===== src/rtl/du_pkg.sv =====
// Debug unit shared definitions
// Word widths, memory sizes, host command bytes and the bus structs

package du_pkg;

    // Word widths
    localparam int NB_PC        = 32;
    localparam int NB_REG       = 32;
    localparam int NB_INSTR     = 32;
    localparam int NB_DMEM_DATA = 32;
    localparam int NB_UART_DATA = 8;

    // Memory and register file sizes
    localparam int IMEM_ADDR_WIDTH = 8;
    localparam int NB_REG_ADDR     = 5;
    localparam int N_REGS          = 32;
    localparam int DMEM_ADDR_WIDTH = 4;
    localparam int DMEM_WORDS      = 16;

    // ASCII host commands
    localparam logic [NB_UART_DATA-1:0] CMD_LOAD = 8'h4C;
    localparam logic [NB_UART_DATA-1:0] CMD_REGS = 8'h52;
    localparam logic [NB_UART_DATA-1:0] CMD_DMEM = 8'h44;
    localparam logic [NB_UART_DATA-1:0] CMD_GO   = 8'h47;
    localparam logic [NB_UART_DATA-1:0] CMD_HALT = 8'h48;
    localparam logic [NB_UART_DATA-1:0] CMD_STEP = 8'h53;

    // Acknowledge bytes 'K' and '?'
    localparam logic [NB_UART_DATA-1:0] ACK_OK  = 8'h4B;
    localparam logic [NB_UART_DATA-1:0] ACK_BAD = 8'h3F;

    typedef struct packed {
        logic                    valid;
        logic [NB_UART_DATA-1:0] data;
    } du_rx_t;

    typedef struct packed {
        logic                    wr;
        logic [NB_UART_DATA-1:0] data;
    } du_tx_t;

    typedef struct packed {
        logic                       wen;
        logic [IMEM_ADDR_WIDTH-1:0] addr;
        logic [NB_INSTR-1:0]        data;
    } du_imem_wr_t;

    typedef struct packed {
        logic                   rd;
        logic [NB_REG_ADDR-1:0] addr;
    } du_rf_rd_t;

    typedef struct packed {
        logic                       rd;
        logic [DMEM_ADDR_WIDTH-1:0] addr;
    } du_dmem_rd_t;

    typedef struct packed {
        logic load;
        logic regs;
        logic dmem;
    } du_start_t;

    typedef struct packed {
        logic load;
        logic regs;
        logic dmem;
    } du_done_t;

endpackage


===== src/rtl/debug_unit_top.sv =====
`timescale 1ns/1ns
// Debug unit top level
// Master plus loader and the two senders, with the transmit sources merged

module debug_unit_top
    import du_pkg::*;
(
    input  logic                    i_rst,
    input  logic                    clk,
    input  du_rx_t                  i_rx,
    input  logic                    i_tx_done,
    input  logic [NB_PC-1:0]        i_pc,
    input  logic [NB_REG-1:0]       i_regfile_data,
    input  logic [NB_DMEM_DATA-1:0] i_dmem_data,
    output du_tx_t                  o_tx,
    output logic                    o_cpu_en,
    output du_imem_wr_t             o_imem_wr,
    output du_rf_rd_t               o_rf_rd,
    output du_dmem_rd_t             o_dmem_rd
);

    du_start_t start;
    du_done_t  done;
    du_tx_t    master_tx;
    du_tx_t    rf_tx;
    du_tx_t    dmem_tx;
    logic      load_done;
    logic      regs_done;
    logic      dmem_done;

    assign done = '{load: load_done, regs: regs_done, dmem: dmem_done};

    // Idle sources drive all zeros, so a plain OR merges them
    assign o_tx = du_tx_t'(master_tx | rf_tx | dmem_tx);

    du_master u_du_master (
        .i_rst     (i_rst),
        .clk       (clk),
        .i_rx      (i_rx),
        .i_tx_done (i_tx_done),
        .i_done    (done),
        .o_start   (start),
        .o_tx      (master_tx),
        .o_cpu_en  (o_cpu_en)
    );

    du_imem_loader u_du_imem_loader (
        .i_rst     (i_rst),
        .clk       (clk),
        .i_start   (start.load),
        .i_rx      (i_rx),
        .o_done    (load_done),
        .o_imem_wr (o_imem_wr)
    );

    du_regfile_tx u_du_regfile_tx (
        .i_rst          (i_rst),
        .clk            (clk),
        .i_start        (start.regs),
        .i_pc           (i_pc),
        .i_regfile_data (i_regfile_data),
        .i_tx_done      (i_tx_done),
        .o_rf_rd        (o_rf_rd),
        .o_tx           (rf_tx),
        .o_done         (regs_done)
    );

    du_dmem_tx u_du_dmem_tx (
        .i_rst       (i_rst),
        .clk         (clk),
        .i_start     (start.dmem),
        .i_dmem_data (i_dmem_data),
        .i_tx_done   (i_tx_done),
        .o_dmem_rd   (o_dmem_rd),
        .o_tx        (dmem_tx),
        .o_done      (dmem_done)
    );

    a_one_tx_source: assert property (@(posedge clk) disable iff (i_rst)
        $onehot0({master_tx.wr, rf_tx.wr, dmem_tx.wr}));

endmodule


===== src/rtl/du_dmem_tx.sv =====
`timescale 1ns/1ns
// Data memory sender
// Reads DMEM_WORDS words and sends each as four bytes, LSB first

module du_dmem_tx
    import du_pkg::*;
(
    input  logic                    i_rst,
    input  logic                    clk,
    input  logic                    i_start,
    input  logic [NB_DMEM_DATA-1:0] i_dmem_data,
    input  logic                    i_tx_done,
    output du_dmem_rd_t             o_dmem_rd,
    output du_tx_t                  o_tx,
    output logic                    o_done
);

    typedef enum logic [2:0] {
        ST_IDLE,
        ST_READ,
        ST_LATCH,
        ST_SEND,
        ST_WAIT
    } state_t;

    state_t                   state_q;
    // One bit wider than the address so an overrun would be visible
    logic [DMEM_ADDR_WIDTH:0] word_cnt_q;
    logic [1:0]               byte_idx_q;
    logic                     done_q;
    logic [NB_DMEM_DATA-1:0]  word_q;
    logic                     send;

    always_ff @(posedge clk) begin
        if (i_rst) begin
            state_q    <= ST_IDLE;
            word_cnt_q <= '0;
            byte_idx_q <= '0;
            done_q     <= 1'b0;
        end else begin
            done_q <= 1'b0;
            case (state_q)
                ST_IDLE: begin
                    if (i_start) begin
                        word_cnt_q <= '0;
                        byte_idx_q <= '0;
                        state_q    <= ST_READ;
                    end
                end
                ST_READ:  state_q <= ST_LATCH;
                ST_LATCH: state_q <= ST_SEND;
                ST_SEND:  state_q <= ST_WAIT;
                ST_WAIT: begin
                    if (i_tx_done) begin
                        byte_idx_q <= byte_idx_q + 1'b1;
                        if (byte_idx_q != 2'd3) begin
                            state_q <= ST_SEND;
                        end else if (word_cnt_q == (DMEM_ADDR_WIDTH + 1)'(DMEM_WORDS - 1)) begin
                            done_q  <= 1'b1;
                            state_q <= ST_IDLE;
                        end else begin
                            word_cnt_q <= word_cnt_q + 1'b1;
                            state_q    <= ST_READ;
                        end
                    end
                end
                default: state_q <= ST_IDLE;
            endcase
        end
    end

    always_ff @(posedge clk) begin
        if (state_q == ST_LATCH) begin
            word_q <= i_dmem_data;
        end else if (state_q == ST_WAIT && i_tx_done) begin
            word_q <= word_q >> NB_UART_DATA;
        end
    end

    assign send      = (state_q == ST_SEND);
    assign o_tx      = '{wr: send, data: send ? word_q[NB_UART_DATA-1:0] : '0};
    assign o_dmem_rd = '{rd: state_q == ST_READ, addr: word_cnt_q[DMEM_ADDR_WIDTH-1:0]};
    assign o_done    = done_q;

    a_addr_bound: assert property (@(posedge clk) disable iff (i_rst)
        word_cnt_q <= (DMEM_ADDR_WIDTH + 1)'(DMEM_WORDS - 1));

endmodule


===== src/rtl/du_imem_loader.sv =====
`timescale 1ns/1ns
// Instruction memory loader
// Takes a word count, then packs little-endian bytes into words and writes them

module du_imem_loader
    import du_pkg::*;
(
    input  logic        i_rst,
    input  logic        clk,
    input  logic        i_start,
    input  du_rx_t      i_rx,
    output logic        o_done,
    output du_imem_wr_t o_imem_wr
);

    typedef enum logic [1:0] {
        ST_IDLE,
        ST_COUNT,
        ST_DATA,
        ST_LAST
    } state_t;

    state_t                     state_q;
    logic [NB_UART_DATA-1:0]    n_words_q;
    logic [IMEM_ADDR_WIDTH-1:0] waddr_q;
    logic [IMEM_ADDR_WIDTH-1:0] last_addr;
    logic [1:0]                 byte_idx_q;
    logic                       done_q;
    logic                       wen_q;
    logic [NB_INSTR-1:0]        shift_q;
    logic [NB_INSTR-1:0]        word_next;
    logic [IMEM_ADDR_WIDTH-1:0] wr_addr_q;
    logic [NB_INSTR-1:0]        wr_data_q;

    // New byte enters the top lane, so the first byte ends up lowest
    assign word_next = {i_rx.data, shift_q[NB_INSTR-1:NB_UART_DATA]};
    assign last_addr = IMEM_ADDR_WIDTH'(n_words_q - 1'b1);

    always_ff @(posedge clk) begin
        if (i_rst) begin
            state_q    <= ST_IDLE;
            n_words_q  <= '0;
            waddr_q    <= '0;
            byte_idx_q <= '0;
            done_q     <= 1'b0;
            wen_q      <= 1'b0;
        end else begin
            done_q <= 1'b0;
            wen_q  <= 1'b0;
            case (state_q)
                ST_IDLE: begin
                    if (i_start) begin
                        state_q <= ST_COUNT;
                    end
                end
                ST_COUNT: begin
                    if (i_rx.valid) begin
                        n_words_q  <= i_rx.data;
                        waddr_q    <= '0;
                        byte_idx_q <= '0;
                        if (i_rx.data == '0) begin
                            done_q  <= 1'b1;
                            state_q <= ST_IDLE;
                        end else begin
                            state_q <= ST_DATA;
                        end
                    end
                end
                ST_DATA: begin
                    if (i_rx.valid) begin
                        byte_idx_q <= byte_idx_q + 1'b1;
                        if (byte_idx_q == 2'd3) begin
                            wen_q   <= 1'b1;
                            waddr_q <= waddr_q + 1'b1;
                            if (waddr_q == last_addr) begin
                                state_q <= ST_LAST;
                            end
                        end
                    end
                end
                // Last write is on the bus this cycle
                ST_LAST: begin
                    done_q  <= 1'b1;
                    state_q <= ST_IDLE;
                end
                default: state_q <= ST_IDLE;
            endcase
        end
    end

    always_ff @(posedge clk) begin
        if (state_q == ST_DATA && i_rx.valid) begin
            shift_q <= word_next;
            if (byte_idx_q == 2'd3) begin
                wr_data_q <= word_next;
                wr_addr_q <= waddr_q;
            end
        end
    end

    assign o_done    = done_q;
    assign o_imem_wr = '{wen: wen_q, addr: wr_addr_q, data: wr_data_q};

    a_addr_in_range: assert property (@(posedge clk) disable iff (i_rst)
        o_imem_wr.wen |-> (o_imem_wr.addr < n_words_q));

endmodule


===== src/rtl/du_master.sv =====
`timescale 1ns/1ns
// Debug unit master
// Decodes host commands, owns the CPU enable and sends the acknowledge byte

module du_master
    import du_pkg::*;
(
    input  logic      i_rst,
    input  logic      clk,
    input  du_rx_t    i_rx,
    input  logic      i_tx_done,
    input  du_done_t  i_done,
    output du_start_t o_start,
    output du_tx_t    o_tx,
    output logic      o_cpu_en
);

    typedef enum logic [2:0] {
        ST_IDLE,
        ST_RUN,
        ST_BUSY,
        ST_ACK,
        ST_ACK_WAIT
    } state_t;

    state_t                  state_q;
    du_start_t               start_q;
    logic                    cpu_en_q;
    logic [NB_UART_DATA-1:0] ack_q;
    logic                    ack_send;

    always_ff @(posedge clk) begin
        if (i_rst) begin
            state_q  <= ST_IDLE;
            start_q  <= '0;
            cpu_en_q <= 1'b0;
        end else begin
            start_q <= '0;
            case (state_q)
                ST_IDLE: begin
                    if (i_rx.valid) begin
                        case (i_rx.data)
                            CMD_LOAD: begin
                                start_q.load <= 1'b1;
                                state_q      <= ST_BUSY;
                            end
                            CMD_REGS: begin
                                start_q.regs <= 1'b1;
                                state_q      <= ST_BUSY;
                            end
                            CMD_DMEM: begin
                                start_q.dmem <= 1'b1;
                                state_q      <= ST_BUSY;
                            end
                            CMD_GO: begin
                                cpu_en_q <= 1'b1;
                                state_q  <= ST_RUN;
                            end
                            // Already halted so nothing to do
                            CMD_HALT: state_q <= ST_IDLE;
                            CMD_STEP: begin
                                cpu_en_q <= 1'b1;
                                state_q  <= ST_BUSY;
                            end
                            default: begin
                                ack_q   <= ACK_BAD;
                                state_q <= ST_ACK;
                            end
                        endcase
                    end
                end
                // Only halt is heard while the CPU runs
                ST_RUN: begin
                    if (i_rx.valid && i_rx.data == CMD_HALT) begin
                        cpu_en_q <= 1'b0;
                        state_q  <= ST_IDLE;
                    end
                end
                // A step ends after one enabled cycle and a worker ends on its done pulse
                ST_BUSY: begin
                    if (cpu_en_q || (|i_done)) begin
                        cpu_en_q <= 1'b0;
                        ack_q    <= ACK_OK;
                        state_q  <= ST_ACK;
                    end
                end
                ST_ACK: state_q <= ST_ACK_WAIT;
                ST_ACK_WAIT: begin
                    if (i_tx_done) begin
                        state_q <= ST_IDLE;
                    end
                end
                default: state_q <= ST_IDLE;
            endcase
        end
    end

    assign ack_send = (state_q == ST_ACK);
    assign o_tx     = '{wr: ack_send, data: ack_send ? ack_q : '0};
    assign o_start  = start_q;
    assign o_cpu_en = cpu_en_q;

    a_one_start: assert property (@(posedge clk) disable iff (i_rst) $onehot0(o_start));
    a_no_start_running: assert property (@(posedge clk) disable iff (i_rst)
        (|o_start) |-> !o_cpu_en);

endmodule


===== src/rtl/du_regfile_tx.sv =====
`timescale 1ns/1ns
// Register file sender
// Sends the PC, then registers 0 to 31, four bytes each, LSB first

module du_regfile_tx
    import du_pkg::*;
(
    input  logic              i_rst,
    input  logic              clk,
    input  logic              i_start,
    input  logic [NB_PC-1:0]  i_pc,
    input  logic [NB_REG-1:0] i_regfile_data,
    input  logic              i_tx_done,
    output du_rf_rd_t         o_rf_rd,
    output du_tx_t            o_tx,
    output logic              o_done
);

    typedef enum logic [2:0] {
        ST_IDLE,
        ST_READ,
        ST_LATCH,
        ST_SEND,
        ST_WAIT
    } state_t;

    state_t                 state_q;
    logic                   pc_phase_q;
    logic [NB_REG_ADDR-1:0] reg_idx_q;
    logic [1:0]             byte_idx_q;
    logic                   done_q;
    logic                   tx_pend_q;
    logic [NB_REG-1:0]      word_q;
    logic                   send;

    always_ff @(posedge clk) begin
        if (i_rst) begin
            state_q    <= ST_IDLE;
            pc_phase_q <= 1'b0;
            reg_idx_q  <= '0;
            byte_idx_q <= '0;
            done_q     <= 1'b0;
            tx_pend_q  <= 1'b0;
        end else begin
            done_q <= 1'b0;
            if (send) begin
                tx_pend_q <= 1'b1;
            end else if (i_tx_done) begin
                tx_pend_q <= 1'b0;
            end
            case (state_q)
                // PC needs no read and is sent at once
                ST_IDLE: begin
                    if (i_start) begin
                        pc_phase_q <= 1'b1;
                        reg_idx_q  <= '0;
                        byte_idx_q <= '0;
                        state_q    <= ST_SEND;
                    end
                end
                ST_READ:  state_q <= ST_LATCH;
                ST_LATCH: state_q <= ST_SEND;
                ST_SEND:  state_q <= ST_WAIT;
                ST_WAIT: begin
                    if (i_tx_done) begin
                        byte_idx_q <= byte_idx_q + 1'b1;
                        if (byte_idx_q != 2'd3) begin
                            state_q <= ST_SEND;
                        end else if (pc_phase_q) begin
                            pc_phase_q <= 1'b0;
                            state_q    <= ST_READ;
                        end else if (reg_idx_q == NB_REG_ADDR'(N_REGS - 1)) begin
                            done_q  <= 1'b1;
                            state_q <= ST_IDLE;
                        end else begin
                            reg_idx_q <= reg_idx_q + 1'b1;
                            state_q   <= ST_READ;
                        end
                    end
                end
                default: state_q <= ST_IDLE;
            endcase
        end
    end

    // Word holder shifts down one byte per finished write
    always_ff @(posedge clk) begin
        if (state_q == ST_IDLE && i_start) begin
            word_q <= NB_REG'(i_pc);
        end else if (state_q == ST_LATCH) begin
            word_q <= i_regfile_data;
        end else if (state_q == ST_WAIT && i_tx_done) begin
            word_q <= word_q >> NB_UART_DATA;
        end
    end

    assign send    = (state_q == ST_SEND);
    assign o_tx    = '{wr: send, data: send ? word_q[NB_UART_DATA-1:0] : '0};
    assign o_rf_rd = '{rd: state_q == ST_READ, addr: reg_idx_q};
    assign o_done  = done_q;

    a_one_outstanding: assert property (@(posedge clk) disable iff (i_rst)
        o_tx.wr |-> !tx_pend_q);

endmodule


===== config.mk =====
export PLATFORM = sky130hd
export DESIGN_NAME = debug_unit_top
export DESIGN_NICKNAME = d
export VERILOG_FILES = /design/src/rtl/du_pkg.sv /design/src/rtl/debug_unit_top.sv /design/src/rtl/du_dmem_tx.sv /design/src/rtl/du_imem_loader.sv /design/src/rtl/du_master.sv /design/src/rtl/du_regfile_tx.sv
export SDC_FILE = /design/constraint.sdc
export NUM_CORES = 1
export LEC_CHECK = 0
export CORE_MARGIN = 4
export CORE_UTILIZATION = 50
export CTS_BUF_LIST = sky130_fd_sc_hd__clkbuf_4 sky130_fd_sc_hd__clkbuf_8
export CTS_CLUSTER_DIAMETER = 50
export CTS_CLUSTER_SIZE = 24
export DETAILED_ROUTE_END_ITERATION = 6
export DONT_BUFFER_PORTS = 1
export SLEW_MARGIN = 0
export SYNTH_ARGS = -nofsm -noshare
export SYNTH_HDL_FRONTEND = slang
export SYNTH_SLANG_ARGS = --single-unit

===== constraint.sdc =====
create_clock -name clk -period 5.2 [get_ports clk]
set_clock_uncertainty 0.2 [all_clocks]
set_input_delay 0.52 -clock clk [delete_from_list [all_inputs] [get_ports clk]]
set_output_delay 0.52 -clock clk [all_outputs]
set_load 0.01 [all_outputs]

Word level (Yosys, flattened, before mapping)
Index checks and enable logic that the tools add are counted.

$add $sub $neg: 7. Equal/unequal tests: 47. Reduce and logical (&&, ||, !) cells: 41. Multiplexer cells: 78. Bitwise logic cells: 9.

Operators with widths (count): 2-to-1 mux 32 bit (5); 2-to-1 mux 8 bit (9); equality test 8 x 7 -> 1 bit, second input constant (6); 2-to-1 mux 5 bit (9); one-hot mux 3 bit (5 select lines) (3); != test 2 bit, second input constant (18); 2-to-1 mux 3 bit (11); one-hot mux 8 bit (2 select lines) (2); 2-to-1 mux 2 bit (12); one-hot mux 5 bit (2 select lines) (2); AND reduction 5 bit (4); equality test 3 x 2 -> 1 bit, second input constant (6); OR 9 bit (2); 2-to-1 mux 1 bit (17); one-hot mux 2 bit (2 select lines) (3); AND reduction 4 bit (3); adder 5 x 1 -> 5 bit, second input constant (2); nonzero test 2 bit (5); equality test 3 x 1 -> 1 bit, second input constant (3); equality test 3 bit, second input constant (3); logical NOT 3 bit (3); AND reduction 3 bit (3); OR reduction 3 bit (3); adder 8 x 1 -> 8 bit, second input constant (1); other kinds (24) (47).

Logic and storage cells: 208. Input port bits: 108. Output and inout port bits: 62. Flip-flop bits (word level): 196.

Logic depth before layout (Yosys ltp)
Gate-level depths: netlist of the first run.

Word-level depth: 6. Mapped depth: 9. Mapped depth without buffers: 8.

Cells and area by module
From an unflattened synthesis of the first run, not the netlist that was laid out.

Cells, all modules: 650. Area total of the unflattened synthesis: 8142.8 um2.

By module, submodules not included: du_imem_loader (area an instance 3154.3 um2, sequential area each 2362.3 um2, times used 1, cells an instance 215); du_regfile_tx (area an instance 2269.7 um2, sequential area each 1201.2 um2, times used 1, cells an instance 200); du_dmem_tx (area an instance 2011.9 um2, sequential area each 1181.1 um2, times used 1, cells an instance 148); du_master (area an instance 650.6 um2, sequential area each 200.2 um2, times used 1, cells an instance 78); debug_unit_top (area an instance 56.3 um2, sequential area each 0.0 um2, times used 1, cells an instance 9).

Least setup slack after synthesis of the first run
OpenSTA, ideal clock, no wires.

Path type: input-to-reg. From: input i_rx[8] in the netlist's numbering. To: register u_du_imem_loader.wr_addr_q[0] (enable). Slack: 1.408 ns. Path buffers: 1. Data required time: 4.597 ns. Arrival time: 3.188 ns. Cell stages on the path: 4. Setup time: 0.403 ns. Cell sequence: clkbuf_1 > inv_1 > nor2_1 > and2_1.

Longest elaborated chain between the ends: 2.

RTL lines: start: declaration (line debug_unit_top.sv:10) `input du_rx_t i_rx,`; logical AND 1 bit (line du_imem_loader.sv:92) `if (state_q == ST_DATA && i_rx.valid) begin`; AND reduction 2 bit (no line); end signal: assignment (line du_imem_loader.sv:96) `wr_addr_q <= waddr_q;`; end: declaration (line du_imem_loader.sv:32) `logic [IMEM_ADDR_WIDTH-1:0] wr_addr_q;`.

No other way between the ends. A chain may end at the register's enable or synchronous reset.

==> results of run 1 <==
-- cell type report --
cell class / instances / share of cell area [%]
flip-flops and latches: 182 / 58.8
clock buffers: 18 / 2.87
inverters: 10 / 0.446
repair buffers: 18 / 2.08
multi-input cells: 401 / 31.2
well taps: 188 / 2.80
clock inverters: 14 / 1.84
-- sequential cells by signal (all words and copies together) (netlist names), 3 cells and up, named ones only --
| signal | cells |
|---|---|
| u_du_dmem_tx.word_cnt_q | 5 |
| u_du_imem_loader.wr_data_q | 32 |
| u_du_imem_loader.wr_addr_q | 8 |
| u_du_regfile_tx.reg_idx_q | 5 |
| u_du_imem_loader.n_words_q | 8 |
| u_du_imem_loader.waddr_q | 8 |
| u_du_regfile_tx.word_q | 32 |
| u_du_dmem_tx.word_q | 32 |
| u_du_imem_loader.shift_q | 24 |
| u_du_dmem_tx.state_q | 3 |
| u_du_master.state_q | 3 |
| u_du_regfile_tx.state_q | 3 |
| u_du_master.o_start | 3 |
-- cell families (layout without fill, tap and decap cells) --
kind of cell | count (synthesis) | after routing | synth area share, %
compound gates | 108 | 108 | 8.55
xor+xnor | 19 | 19 | 2.14
simple gates | 211 | 211 | 14.1
mux | 54 | 54 | 7.36
buf+inv | 49 | 60 | 2.80
fa+ha+maj | 9 | 9 | 1.45
flops | 182 | 182 | 63.6
-- power by group through the flow --
| stage | combinational (mW) | clock [mW] | sequential, mW |
|---|---|---|---|
| 2_1_floorplan | 0.0898 | 0 | 1.61 |
| 3_3_place_gp | 0.0902 | 0 | 1.62 |
| 3_5_place_dp | 0.0923 | 0 | 1.62 |
| 4_1_cts | 0.109 | 0.958 | 1.58 |
| 5_1_grt | 0.121 | 1.03 | 1.59 |
| 6_report | 0.108 | 0.925 | 1.58 |
-- cell usage after synthesis (8+ instances only) --
cell,count
a22o_1,9
mux2i_1,29
inv_1,10
a21oi_1,33
o21ai_0,35
nor3_1,13
ha_1,9
nor2_1,46
xnor2_1,9
nand3_1,8
dfxtp_1,52
nor3b_1,10
and2_1,15
clkbuf_1,25
xor2_1,10
nand2_1,68
mux2_2,25
edfxtp_1,130
nand2b_1,10
-- per-layer routing --
layer,vias to the layer above,global-route usage [%],share of wire (%)
met5,-,0,0.047
met4,2,5.95,2.1
met3,24,8.90,10
met2,158,28.3,47
met1,2194,19.7,41
li1,2303,-,-
-- worst reg2reg max path: stages, from the launching register on --
cell,delay [ns]
dfxtp_1,0.45
nor2b_1,0.23
nor2b_2,0.17
buf_4,0.33
nand2b_1,0.62
buf_4,0.37
-- path summary, 6_finish.rpt --
check        depth (start not counted)                                   start                                      end  slack, ns
max                                  3     u_du_master.state_q[1]$_SDFFE_PP0P_                                  o_tx[2]       2.47
min                                  2                                   i_rst      u_du_master.state_q[0]$_SDFFE_PP0P_       0.04
max reg2reg                          5    u_du_dmem_tx.state_q[2]$_SDFFE_PP0P_         u_du_dmem_tx.word_q[0]$_DFFE_PP_       2.52
min reg2reg                          0  u_du_imem_loader.shift_q[11]$_DFFE_PP_  u_du_imem_loader.wr_data_q[3]$_DFFE_PP_       0.23
-- repair_timing --
item	CTS	global route
endpoints found under the hold margin	54	1
setup endpoints to repair	0	0
setup buffers	0	0
hold buffers	11	1
==> results_dict.tcl, run 1 <==
set metrics [dict create \
    cts_buffers 17 \
    avgViaCountPerCell 5.63 \
    antenna_left 0 \
    grt_antenna_before_repair 1 \
    worstPathCellList "nor3b_1 > nand2_1 > nand2_1" \
    yosys_warnings 0 \
    synth_edf_count 130 \
    rsz0062_at_grt "no" \
    hpwl_um 10100 \
    cts_tree "built" \
    slew_violations 0 \
    mappedNetlistNets 749 \
    syn_inst 632 \
    dp.cells 787 \
    drive_above_1_share_pct 11.0 \
    grt_pass1_wl_um 24000 \
    fill_cells 1291 \
    clockBufferDepth 2 \
    internal_power_mw 1.99 \
    slew_headroom_pct 38.9 \
    final_cells 831 \
    diodes 0 \
    core_um2 15200 \
    p_clk_share_pct 35.4 \
    post_dp_cell_area_um2 7890 \
    drc 0 \
    h-tree-depth 4 \
    overflow 0 \
    vias 4681 \
    post-place-ws_ns 2.51 \
    rows 45 \
    p_sw_mw 0.633 \
    async_reset_ff_share_pct 0 \
    clkLatencyLatePin_ns 0.46 \
    synth_area_leaders "edfxtp_1 (50%), dfxtp_1 (13%), mux2i_1 (3.7%), mux2_2 (3.6%), nand2_1 (3.3%)" \
    grt.total_usage_pct 17.3 \
    seq_power_share_pct 60.5 \
    drt_iter0_drc 206 \
    cts_root_buffer "clkbuf_8" \
    portBuffers 0 \
    p_comb_share_pct 4.1 \
    avgSynthCellArea_um2 12.3 \
    required_ns 4.48 \
    seq_area_um2 4940 \
    hp-class "input port to register" \
    fmax_ghz 0.367 \
    ioPinCount 170 \
    path_common_cell "nand2_1" \
    initial_core_util_pct 51.1 \
    synthToLayoutAreaGrowth_pct 8.22 \
    place_congestion 0.835 \
    cts.sinks 182 \
    grt_max_degree 64 \
    period_minus_slack_ns 2.73 \
    final_cell_mix "edfxtp_1 (130), nand2_1 (68), dfxtp_1 (52)" \
    ys.flop_type "edfxtp_1" \
    path_buf_inv 0 \
    final_nets 747 \
    path_class "register to output pin" \
    seq_area_frac_synth_pct 63.6 \
    critPathSlowestCell "nor3b_1" \
    ys_seq_elements 182 \
    multi_input_area_um2 2620 \
    final_common_cell "edfxtp_1" \
    cp_slowest_stage_delay_ns 0.61 \
    first_pass_iters 4 \
    cp-start-kind "register" \
    end_kind "output pin" \
    setup_violations 0 \
    drv_cap 0 \
    post_synth_num_cell_types 53 \
    worst_hold_slack_ns 0.0412 \
    fin_util_pct 55.3 \
    synth_top_cell_area_share_pct 50.2 \
    setup_ws_ns 2.47 \
    grt_pass1_vias 4759 \
    die_width_um 133 \
    critical_path_arrival_ns 2.01 \
    synth_top_cell_by_area "edfxtp_1" \
    power_density_nw_per_um2 311 \
    wl_per_cell_um 18.0 \
    path_max_fanout 11 \
    fin_tns_setup_ns 0 \
    irDropWorstVdd_mv 0.149 \
    crit_family "simple AND/OR/NAND/NOR gates" \
    hold_viol_final 0 \
    leakagePower_nw 2.79 \
    switching_share_pct 24.2 \
    power.total_mw 2.62 \
    outcome "completed" \
    finalWirelength_um 15000 \
    die_h_um 133 \
    final_area_um2 8410 \
    fin_crit_sh_pct 52.4 \
    worst_pin_slew_ns 0.916 \
    path_clk_slew_ns 0.11 \
    die_area_um2 17600 \
    cts_resized 0 \
    netlist_area_um2 7770 \
]
Power figures use the tool's default switching activity.
==> run 2, diff against run 1 <==
==> constraint.sdc (replaced) <==
create_clock -name clk -period 2.6 [get_ports clk]
set_clock_uncertainty 0.2 [all_clocks]
set_input_delay 0.26 -clock clk [delete_from_list [all_inputs] [get_ports clk]]
set_output_delay 0.26 -clock clk [all_outputs]
set_load 0.01 [all_outputs]
==> results_dict.tcl, run 2 (synthesized netlist as in run 1, its figures left out) <==
set metrics [dict create \
    largestRegisters "u_du_dmem_tx.word_q (32), u_du_imem_loader.wr_data_q (32), u_du_regfile_tx.word_q (32)" \
    path_max_fanout 40 \
    cts_setup_buffers 0 \
    overflow 0 \
    cts.sinks 182 \
    final_common_cell "edfxtp_1" \
    portBuffers 0 \
    drv_cap 0 \
    setup_violations 0 \
    cts_buffers 17 \
    rsz0062_at_grt "no" \
    post-place-ws_ns 0.227 \
    setup_ws_ns 0.166 \
    h-tree-depth 4 \
    final_cell_mix "edfxtp_1 (130), dlygate4sd3_1 (110), nand2_1 (68)" \
    diodes 0 \
    cts_root_buffer "clkbuf_8" \
    slew_headroom_pct 59.4 \
    cts_tree "built" \
    fmax_ghz 0.411 \
    grt.total_usage_pct 18.7 \
    die_width_um 133 \
    die_h_um 133 \
    hold_viol_final 0 \
    hpwl_um 10200 \
    place_congestion 0.860 \
    drc 0 \
    worst_pin_slew_ns 0.603 \
    seq_power_share_pct 58.5 \
    reg2reg_from "u_du_regfile_tx.state_q[0]$_SDFFE_PP0P_" \
    path_class "register to register" \
    hold_start "i_rx[8]" \
    initial_core_util_pct 51.1 \
    p_sw_mw 1.26 \
    synthToLayoutAreaGrowth_pct 21.7 \
    fill_cells 1166 \
    fin_tns_setup_ns 0 \
    switching_share_pct 23.2 \
    final_nets 850 \
    required_ns 2.61 \
    power_density_nw_per_um2 573 \
    end_kind "register" \
    first_pass_iters 4 \
    cp-startpoint "u_du_regfile_tx.state_q[0]$_SDFFE_PP0P_" \
    period_minus_slack_ns 2.43 \
    path_clk_slew_ns 0.09 \
    p_comb_share_pct 7.3 \
    p_clk_share_pct 34.2 \
    leakagePower_nw 3.25 \
    grt_pass1_wl_um 26200 \
    internal_power_mw 4.16 \
    hp-class "input port to register" \
    fin_crit_sh_pct 93.6 \
    rows 45 \
    wl_per_cell_um 17.4 \
    irDropWorstVdd_mv 0.299 \
    cp-start-kind "register" \
    die_area_um2 17600 \
    grt_max_degree 44 \
    drt_iter0_drc 264 \
    antenna_left 0 \
    slew_violations 0 \
    finalWirelength_um 16300 \
    drive_above_1_share_pct 10.3 \
    vias 5125 \
    grt_pass1_vias 5235 \
    outcome "completed" \
    critical_path_arrival_ns 2.44 \
    clockBufferDepth 2 \
    avgViaCountPerCell 5.49 \
    clkLatencyLatePin_ns 0.46 \
    core_um2 15200 \
    grt_antenna_before_repair 0 \
    ioPinCount 170 \
]
[run 2: cell types whose count changed in the layout (fill, tap and decap cells not counted), moves of 2 or more]
cell,before,now
clkinvlp_4,1,3
buf_12,1,3
inv_8,6,3
inv_6,2,4
dlygate4sd3_1,11,110
clkinv_8,3,0
[run 2: repair_timing]
item,CTS,global route
endpoints found under the setup margin,0,12
hold buffers,111,0
hold endpoints to repair,134,0
gates resized for setup,0,4
[run 2: worst paths after layout]
path / to / slack [ns] / cells past startpoint
worst max-delay path: u_du_regfile_tx.word_q[18]$_DFFE_PP_ / 0.17 / 4
worst min-delay path: u_du_imem_loader.waddr_q[0]$_SDFFE_PP0P_ / 0.02 / 2
worst min register to register: u_du_imem_loader.wr_data_q[7]$_DFFE_PP_ / 0.22 / 0
worst max register to register: u_du_regfile_tx.word_q[18]$_DFFE_PP_ / 0.17 / 4
[run 2: critical path: stages (launching register included)]
cell and delay, ns:
dfxtp_1 0.43, nor4b_4 0.48, buf_6 0.31, o21ai_0 0.15, dlygate4sd3_1 0.60
[run 2: area by class of cell]
| cell class | count | area, µm² | share of cell area, % |
|---|---|---|---|
| clock buffer | 18 | 241 | 2.55 |
| clock inverter | 14 | 139 | 1.47 |
| inverter | 10 | 37.5 | 0.397 |
| multi-input combinational | 401 | 2640 | 27.9 |
| sequential | 182 | 4950 | 52.3 |
| tap | 188 | 235 | 2.49 |
| timing repair buffer | 121 | 1220 | 12.9 |
[run 2: power groups by stage]
stage	clock [mW]	sequential (mW)	combinational [mW]
finish	1.85	3.17	0.397
global route	2.06	3.17	0.430
CTS	1.90	3.17	0.389
detailed placement	0	3.23	0.199
global placement	0	3.23	0.194
floorplan	0	3.22	0.180
[run 2: per-stage QoR]
| stage | hold WS, ns | power (mW) | cells | area [µm²] | utilization (%) |
|---|---|---|---|---|---|
| 6_report | 0.0170 | 5.42 | 934 | 9460 | 62.2 |
| 5_1_grt | 0.00524 | 5.66 | 934 | 9460 | 62.2 |
| 4_1_cts | 0.00367 | 5.46 | 934 | 9450 | 62.1 |
| 3_5_place_dp | 0.139 | 3.43 | 791 | 7950 | 52.3 |
| 3_3_place_gp | 0.138 | 3.43 | 791 | 7950 | 52.3 |
| 2_1_floorplan | 0.138 | 3.40 | 632 | 7780 | - |
[run 2: routing by layer]
| layer | vias up | routed length, µm | GRT usage (%) |
|---|---|---|---|
| met1 | 2429 | 6610 | 21.5 |
| met2 | 170 | 8200 | 32.4 |
| li1 | 2509 | - | - |
| met4 | 0 | 182 | 5.60 |
| met5 | - | 0 | 0 |
| met3 | 17 | 1310 | 7.30 |
